===== src/hdl/sump_pkg.sv =====
package sump_pkg;

  ////////////////////////////////////////
  // Serial timing
  ////////////////////////////////////////

  localparam int clks_per_bit = 16;                     // Small for fast sim
  localparam int cyc_w        = $clog2(clks_per_bit);
  localparam logic [cyc_w-1:0] cyc_last = cyc_w'(clks_per_bit - 1);   // End of one bit
  localparam logic [cyc_w-1:0] cyc_half = cyc_w'(clks_per_bit / 2 - 1); // Mid start bit
  localparam int frame_bits   = 10;                     // Start, 8 data, stop

  ////////////////////////////////////////
  // Opcodes and link types
  ////////////////////////////////////////

  typedef enum logic [7:0] {
    op_reset    = 8'h00,
    op_run      = 8'h01,
    op_id       = 8'h02,
    op_metadata = 8'h04,
    op_xon      = 8'h11,
    op_xoff     = 8'h13
  } sump_opcode_e;

  typedef enum logic {reply_id, reply_metadata} reply_kind_e;

  typedef struct packed {
    reply_kind_e kind;                                  // Which table to play back
  } reply_req_t;

  typedef struct packed {
    logic [7:0] data;
    logic       last;                                   // Final byte of a reply
  } tx_beat_t;

  ////////////////////////////////////////
  // Reply tables, first byte in the MSBs
  ////////////////////////////////////////

  localparam int ptr_w    = 6;                          // Covers the longer table
  localparam int id_len   = 4;
  localparam int meta_len = 50;
  localparam logic [ptr_w-1:0] id_last   = ptr_w'(id_len - 1);
  localparam logic [ptr_w-1:0] meta_last = ptr_w'(meta_len - 1);

  localparam logic [8*id_len-1:0] id_table = {"1", "A", "L", "S"};

  // Offset  Record
  //  0      0x01 device name, 27 chars + 0x00
  // 29      0x02 firmware "1.00" + 0x00
  // 35      0x21 sample memory, 24576
  // 40      0x23 max sample rate, 200 MHz
  // 45      0x40 probe count
  // 47      0x41 protocol version
  // 49      0x00 end of metadata
  localparam logic [8*meta_len-1:0] meta_table = {
    8'h01, "SUMP Logic Analyzer Link v1", 8'h00,
    8'h02, "1.00", 8'h00,
    8'h21, 8'h00, 8'h00, 8'h60, 8'h00,                  // Big-endian 32 bit
    8'h23, 8'h0b, 8'heb, 8'hc2, 8'h00,
    8'h40, 8'h08,
    8'h41, 8'h02,
    8'h00
  };

endpackage


===== src/hdl/uart_rx.sv =====
module uart_rx import sump_pkg::*; (
  input  logic       clock,
  input  logic       reset,
  input  logic       rx,
  output logic       rx_valid,
  output logic [7:0] rx_data
);

  typedef enum logic [1:0] {st_idle, st_start, st_data, st_stop} rx_state_e;

  rx_state_e        state;
  logic             rx_meta;                            // First sync stage
  logic             rx_sync;                            // Safe to use
  logic [cyc_w-1:0] cyc;                                // Cycles within a bit
  logic [2:0]       bit_idx;                            // Data bit number
  logic [7:0]       shreg;                              // LSB arrives first

  // Line idles high, so sync flops come out of reset high
  always_ff @(posedge clock or posedge reset) begin
    if (reset) begin
      rx_meta <= 1'b1;
      rx_sync <= 1'b1;
    end else begin
      rx_meta <= rx;
      rx_sync <= rx_meta;
    end
  end

  ////////////////////////////////////////
  // Frame FSM
  ////////////////////////////////////////

  always_ff @(posedge clock or posedge reset) begin
    if (reset) begin
      state    <= st_idle;
      cyc      <= '0;
      bit_idx  <= '0;
      rx_valid <= 1'b0;
    end else begin
      rx_valid <= 1'b0;                                 // Pulse only
      case (state)
        st_idle: begin
          cyc <= '0;
          if (!rx_sync) state <= st_start;              // Falling start edge
        end
        st_start: begin
          if (cyc == cyc_half) begin
            cyc     <= '0;
            bit_idx <= '0;
            // Glitch if the line is already back high
            state   <= rx_sync ? st_idle : st_data;
          end else begin
            cyc <= cyc + 1'b1;
          end
        end
        st_data: begin
          if (cyc == cyc_last) begin                    // Mid data bit
            cyc <= '0;
            if (bit_idx == 3'd7) state <= st_stop;
            bit_idx <= bit_idx + 1'b1;
          end else begin
            cyc <= cyc + 1'b1;
          end
        end
        st_stop: begin
          if (cyc == cyc_last) begin                    // Mid stop bit
            cyc      <= '0;
            rx_valid <= rx_sync;                        // Low stop bit drops the frame
            state    <= st_idle;
          end else begin
            cyc <= cyc + 1'b1;
          end
        end
        default: state <= st_idle;
      endcase
    end
  end

  // Shift in at each data bit centre
  always_ff @(posedge clock) begin
    if (state == st_data && cyc == cyc_last) shreg <= {rx_sync, shreg[7:1]};
  end

  assign rx_data = shreg;

endmodule


===== src/hdl/uart_tx.sv =====
module uart_tx import sump_pkg::*; (
  input  logic     clock,
  input  logic     reset,
  input  logic     beat_valid,
  output logic     beat_ready,
  input  tx_beat_t beat,
  output logic     tx
);

  typedef enum logic {st_idle, st_shift} tx_state_e;

  tx_state_e             state;
  logic [frame_bits-1:0] frame;                         // Bit 0 is on the wire
  logic [cyc_w-1:0]      cyc;                           // Cycles within a bit
  logic [3:0]            bit_idx;                       // Bit of the frame

  ////////////////////////////////////////
  // Shift FSM
  ////////////////////////////////////////

  always_ff @(posedge clock or posedge reset) begin
    if (reset) begin
      state   <= st_idle;
      frame   <= '1;                                    // Line idle high
      cyc     <= '0;
      bit_idx <= '0;
    end else begin
      case (state)
        st_idle: begin
          if (beat_valid) begin
            // Stop, data LSB first, start
            frame   <= {1'b1, beat.data, 1'b0};
            cyc     <= '0;
            bit_idx <= '0;
            state   <= st_shift;
          end
        end
        st_shift: begin
          if (cyc == cyc_last) begin
            cyc   <= '0;
            frame <= {1'b1, frame[frame_bits-1:1]};   // Refill with idle level
            if (bit_idx == 4'(frame_bits - 1)) begin
              state <= st_idle;                         // Stop bit done
            end else begin
              bit_idx <= bit_idx + 1'b1;
            end
          end else begin
            cyc <= cyc + 1'b1;
          end
        end
        default: state <= st_idle;
      endcase
    end
  end

  // beat.last has no meaning on the wire
  assign beat_ready = (state == st_idle);
  assign tx         = frame[0];

endmodule


===== src/hdl/sump_cmd_decoder.sv =====
module sump_cmd_decoder import sump_pkg::*; (
  input  logic       clock,
  input  logic       reset,
  input  logic       rx_valid,
  input  logic [7:0] rx_data,
  output logic       req_valid,
  input  logic       req_ready,
  output reply_req_t req
);

  typedef enum logic {st_opcode, st_param} dec_state_e;

  dec_state_e  state;
  logic [1:0]  param_cnt;                               // Four parameter bytes
  logic        is_query;
  reply_kind_e query_kind;
  logic        accept;

  // Only the two queries are of interest
  always_comb begin
    is_query   = 1'b0;
    query_kind = reply_id;
    case (rx_data)
      op_id:       is_query = 1'b1;
      op_metadata: begin
        is_query   = 1'b1;
        query_kind = reply_metadata;
      end
      default:     is_query = 1'b0;                     // Reset and flow control too
    endcase
  end

  // Sender not ready means a reply is running, so the query is lost
  assign accept = rx_valid && (state == st_opcode) && is_query && !req_valid && req_ready;

  always_ff @(posedge clock or posedge reset) begin
    if (reset) begin
      state     <= st_opcode;
      param_cnt <= '0;
      req_valid <= 1'b0;
    end else begin
      if (req_valid && req_ready) req_valid <= 1'b0;   // Transfer
      if (accept) req_valid <= 1'b1;
      if (rx_valid) begin
        case (state)
          st_opcode: begin
            param_cnt <= '0;
            if (rx_data[7]) state <= st_param;          // Long command
          end
          st_param: begin
            param_cnt <= param_cnt + 1'b1;
            if (param_cnt == 2'd3) state <= st_opcode;
          end
          default: state <= st_opcode;
        endcase
      end
    end
  end

  always_ff @(posedge clock) begin
    if (accept) req.kind <= query_kind;
  end

endmodule


===== src/hdl/metadata_sender.sv =====
module metadata_sender import sump_pkg::*; (
  input  logic       clock,
  input  logic       reset,
  input  logic       req_valid,
  output logic       req_ready,
  input  reply_req_t req,
  output logic       beat_valid,
  input  logic       beat_ready,
  output tx_beat_t   beat,
  output logic       reply_busy
);

  typedef enum logic {st_idle, st_send} snd_state_e;

  snd_state_e       state;
  reply_kind_e      kind;                               // Latched at request
  logic [ptr_w-1:0] ptr;                                // Byte within reply
  logic [7:0]       id_byte;
  logic [7:0]       meta_byte;
  logic             at_last;
  logic             beat_done;

  ////////////////////////////////////////
  // Table lookup
  ////////////////////////////////////////

  // Tables are packed with the first byte at the top
  always_comb begin
    id_byte   = id_table[8*(id_len - 1 - ptr[1:0]) +: 8];    // Four ID bytes
    meta_byte = meta_table[8*(meta_len - 1 - ptr) +: 8];
  end

  always_comb begin
    if (kind == reply_id) begin
      at_last = (ptr == id_last);
    end else begin
      at_last = (ptr == meta_last);
    end
  end

  assign beat.data = (kind == reply_id) ? id_byte : meta_byte;
  assign beat.last = at_last;

  ////////////////////////////////////////
  // Reply FSM
  ////////////////////////////////////////

  assign beat_valid = (state == st_send);
  assign beat_done  = beat_valid && beat_ready;
  assign req_ready  = (state == st_idle);               // Never queue requests
  assign reply_busy = (state == st_send);

  always_ff @(posedge clock or posedge reset) begin
    if (reset) begin
      state <= st_idle;
      kind  <= reply_id;
      ptr   <= '0;
    end else begin
      case (state)
        st_idle: begin
          ptr <= '0;
          if (req_valid) begin                          // Ready is high here
            kind  <= req.kind;
            state <= st_send;
          end
        end
        st_send: begin
          if (beat_done) begin
            if (at_last) begin
              state <= st_idle;
            end else begin
              ptr <= ptr + 1'b1;                        // Next byte next cycle
            end
          end
        end
        default: state <= st_idle;
      endcase
    end
  end

endmodule


===== src/hdl/sump_link_top.sv =====
module sump_link_top import sump_pkg::*; (
  input  logic clock,
  input  logic reset,
  input  logic rx,
  output logic tx,
  output logic reply_busy
);

  logic       rx_valid;                                 // Pulse, no ready
  logic [7:0] rx_data;
  logic       req_valid;
  logic       req_ready;
  reply_req_t req;
  logic       beat_valid;
  logic       beat_ready;
  tx_beat_t   beat;

  // Host bytes in
  uart_rx u_rx (
    .clock(clock), .reset(reset),
    .rx(rx), .rx_valid(rx_valid), .rx_data(rx_data)
  );

  sump_cmd_decoder u_dec (
    .clock(clock), .reset(reset),
    .rx_valid(rx_valid), .rx_data(rx_data),
    .req_valid(req_valid), .req_ready(req_ready), .req(req)
  );

  // Reply engine, stalls the decoder for a whole reply
  metadata_sender u_snd (
    .clock(clock), .reset(reset),
    .req_valid(req_valid), .req_ready(req_ready), .req(req),
    .beat_valid(beat_valid), .beat_ready(beat_ready), .beat(beat),
    .reply_busy(reply_busy)
  );

  uart_tx u_tx (
    .clock(clock), .reset(reset),
    .beat_valid(beat_valid), .beat_ready(beat_ready), .beat(beat),
    .tx(tx)
  );

endmodule


===== config.mk =====
export PLATFORM = sky130hd
export DESIGN_NAME = sump_link_top
export DESIGN_NICKNAME = d
export VERILOG_FILES = /design/src/hdl/sump_pkg.sv /design/src/hdl/uart_rx.sv /design/src/hdl/uart_tx.sv /design/src/hdl/sump_cmd_decoder.sv /design/src/hdl/metadata_sender.sv /design/src/hdl/sump_link_top.sv
export SDC_FILE = /design/constraint.sdc
export NUM_CORES = 1
export LEC_CHECK = 0
export BUFFER_PORTS_ARGS = -buffer_cell sky130_fd_sc_hd__buf_2
export CELL_PAD_IN_SITES_DETAIL_PLACEMENT = 1
export CELL_PAD_IN_SITES_GLOBAL_PLACEMENT = 1
export CORE_MARGIN = 5
export CORE_UTILIZATION = 30
export CTS_CLUSTER_SIZE = 30
export DETAILED_ROUTE_END_ITERATION = 8
export PLACE_DENSITY_LB_ADDON = 0.12
export SYNTH_ARGS = -nofsm -noshare
export SYNTH_HDL_FRONTEND = slang
export SYNTH_SLANG_ARGS = --single-unit

===== constraint.sdc =====
create_clock -name clock -period 3.25 [get_ports clock]
set_input_delay 0.1625 -clock clock [delete_from_list [all_inputs] [get_ports clock]]
set_output_delay 0.1625 -clock clock [all_outputs]
set_load 0.05 [all_outputs]

==> impl_summary.txt <==
----------------------------------------------------
[Clocking]
  Number of CTS-inserted buffers ... 5
  Deepest clock path buffer count ... 2
  Total of cells resized after clock tree synthesis ... 0
  Total clock sinks ... 51
  Clock tree from TritonCTS ... yes
  Clock edge transition at the registers on the reported setup and hold paths ... approximately 0.10 ns
  H-tree lvl count ... 2
  Cell chosen for the clock root ... clkbuf_8
  Insertion delay of the later-clocked pin in the worst-skew pair ... 0.30 ns

[GRT]
  Number of antenna violations at the first check in global routing ... 0
  Largest net degree at the start of global routing ... 43
  Wire length of the first global-routing pass ... 14.6 mm
  Leftover overflow at the end of global routing ... 0
  Number of global-route vias before repair ... 2769
  GRT Util Overall ... 0.139

[Drt]
  First-iteration detailed-routing DRC count ... roughly 110
  Detailed-route via count ... between 2000 and 3000
  Number of nets still failing antenna checks after routing ... 0
  Number of detailed-routing iterations run before antenna repair ... 4
  Final routed wirelength across all metal layers ... 8.73 mm
  Post-DR vias/cell ... 5.39
  WL per Instance ... between 15 and 20 um
  Number of remaining DRC errors ... 0

[Logic synthesis]
  Cells after synthesis ... 363
  Prevailing post-synth register cell ... dfrtp_1
  Number of storage elements in the synthesis netlist ... 51
  Count of distinct cell types in the synthesized netlist ... 63
  Cell Area, Synth ... 3250 um^2
  Number of synthesis warnings ... 0
  Mapped Nets ... a little under 400
  Post-synth ARST share ... 0.824
  Seq/Total Area, Yosys ... 0.411
  Post-synthesis average cell area ... slightly below 9 um^2
  Number of flops mapped to enable cells by yosys ... 9

[Die]
  Die area ... 13000 um^2
  Die Wd ... ~110 um
  Effective utilization at floorplan ... 0.302
  Site Rows ... 38
  Number of placed I/O pins ... 5
  Core region area ... 10700 um^2
  DIE HEIGHT ... 114 um

[STA]
  Setup tns final ... 0 ns
  Post-route clock skew ... 0.00270 ns
  Count of endpoints failing setup in the final report ... 0
  Min cycle time layout ... roughly 2.7 ns
  Unrepaired setup endpoints after global routing ... false
  Relative slew slack ... 0.398
  Slew at the pin with the worst max-slew slack ... 0.902 ns
  PnR worst setup slack ... 0.572 ns
  Upper clock frequency limit ... ~370 MHz
  Final worst hold slack ... roughly 0.046 ns
  Max Slew Vio Count ... 0
  Count of final hold-check violations ... 0
  Final critical-path share of the clock period ... 0.824

[Worst setup path]
  Launching element type of the critical path ... register
  Cell with the largest stage delay on the worst path ... ha_1
  Ordered cell list for the critical path ... inv_1 -> ha_1 -> clkinv_1 -> nor4_1 -> o21ai_0 -> a21oi_1 -> nor2_1 -> a2111oi_1
  Type of the worst setup path ... reg2reg
  Launch point of the critical path ... u_snd.ptr[2]
  Startpoint of the lowest-slack register-to-register path ... u_snd.ptr[2]
  Worst Path Max Fanout ... 15
  Arrival @ worst endpoint ... roughly 2.9 ns
  Crit-path max cell delay ... around 0.58 ns
  Critical Path End Type ... register
  Required time of the worst setup path ... between 3 and 4 ns

[Run]
  Max-Cap Viols ... 0

[Layout]
  Layout net count ... 388
  Highest-count cells in the layout ignoring fill and taps ... 38 x nor2_1, 33 x nand2_1, 31 x dfrtp_1
  Most common cell after layout, fill and taps aside ... nor2_1
  Antenna diode count ... 0
  Share of post-route cells with drive strength above 1 ... 0.112
  Util after Layout ... 0.329
  Signed area change from the synthesized netlist to the final layout ... 8.90%

[Power]
  Worst vdd rail ir drop ... around 0.00026 V
  Total chip power ... 1300 uW
  Static leakage power ... between 0.001 and 0.0015 uW
  Power density normalized to cell area ... 367 nW/um^2

[Place]
  Final Wtd Congestion ... ~0.87
  IO Port Bufs ... 4
  HPWL after detailed placement ... 6.24 mm
  Placement Setup Slack ... 0.610 ns

[Hold path]
  Kind of path behind the tightest hold check ... in2async

[Run status]
  Status ... complete, no violations

----------------------------------------------------
through the flow:
stage	cell area (um^2)	std cells
floorplan	3250	363
global placement	3430	498
detailed placement	3430	498
CTS	3540	507
global route	3540	507
finish	3540	507
worst max-delay path: cells and delay by family (launching register included):
family	cells	cell delay [ns]
and+or+nand+nor	2	0.46
AOI/OAI and AO/OA	3	0.57
adders and majority gates	1	0.58
buffers and inverters	2	0.45
DFF	1	0.50
synthesized netlist by cell type, types with 3 or more instances:
cell,count,area share
nand3_1,11,0.017
nor3b_1,5,0.012
or3_1,4,0.0077
nor4_1,7,0.013
a211oi_1,4,0.0092
a21oi_1,24,0.037
o21ai_0,28,0.043
nor3_1,19,0.029
o22ai_1,4,0.0077
nand3b_1,5,0.012
dfstp_2,11,0.089
xor2_1,8,0.022
nand2b_1,4,0.0077
ha_1,19,0.073
dfrtp_1,31,0.24
nand2_1,33,0.038
nor2_1,38,0.044
inv_1,15,0.017
xnor2_1,10,0.027
buf_2,4,0.0062
edfxtp_1,9,0.083
clkbuf_1,11,0.013
mux2i_1,3,0.0092
a31oi_1,7,0.013
power breakdown:
group / switching (uW) / internal, uW
registers: 24.8 / 678
logic: 118 / 84.3
clock network: 236 / 159
total: 378 / 921
registers in the layout, summed over array words and instances (netlist names), 2 cells and up, named ones only:
name             count
u_rx.rx_data         8
u_tx.frame           9
u_rx.bit_idx         3
u_dec.param_cnt      2
u_snd.ptr            6
u_rx.cyc             4
u_tx.bit_idx         4
u_tx.cyc             4
timing repair:
| action | CTS | global route |
|---|---|---|
| setup endpoints to repair | 0 | 0 |
| endpoints found under the hold margin | 1 | 0 |
| buffers inserted | 0 | 0 |
| hold buffers | 1 | 0 |
path summary, 6_finish.rpt:
kind,end,slack (ns),cells after the start
min reg2reg,u_rx.rx_sync,0.36,0
max in group asynchronous,u_dec.state,2.65,2
max,u_tx.frame[3],0.57,8
min,u_rx.cyc[1],0.05,2
max reg2reg,u_tx.frame[3],0.57,8
min in group clock,u_rx.rx_sync,0.36,0
layout make-up:
class	count	area (um^2)
Clock buffer	5	68.8
Clock inverter	3	27.5
Fill cell	1302	7210
Inverter	16	60.1
Multi-Input combinational cell	278	1770
Sequential cell	51	1340
Tap cell	140	175
Timing Repair Buffer	14	97.6
cells by family (layout without fill, tap and decap cells):
| group | Yosys count | after routing | share of synthesized area |
|---|---|---|---|
| flops | 51 | 51 | 0.411 |
| mux | 5 | 5 | 0.0162 |
| fa+ha+maj | 19 | 19 | 0.0732 |
| buf+inv | 34 | 38 | 0.0432 |
| compound gates | 98 | 98 | 0.196 |
| simple gates | 137 | 137 | 0.207 |
| xor+xnor | 19 | 19 | 0.0536 |
metal layers:
metal  wire [um]  vias up  GRT usage  part of all wire
met5           0        -          0                 0
li1            -     1322          -                 -
met4         130        0     0.0364             0.015
met2        3910       47      0.211              0.45
met1        4360     1351      0.205              0.50
met3         331       12     0.0228             0.038
No activity file was read; power rests on OpenSTA's default activity.
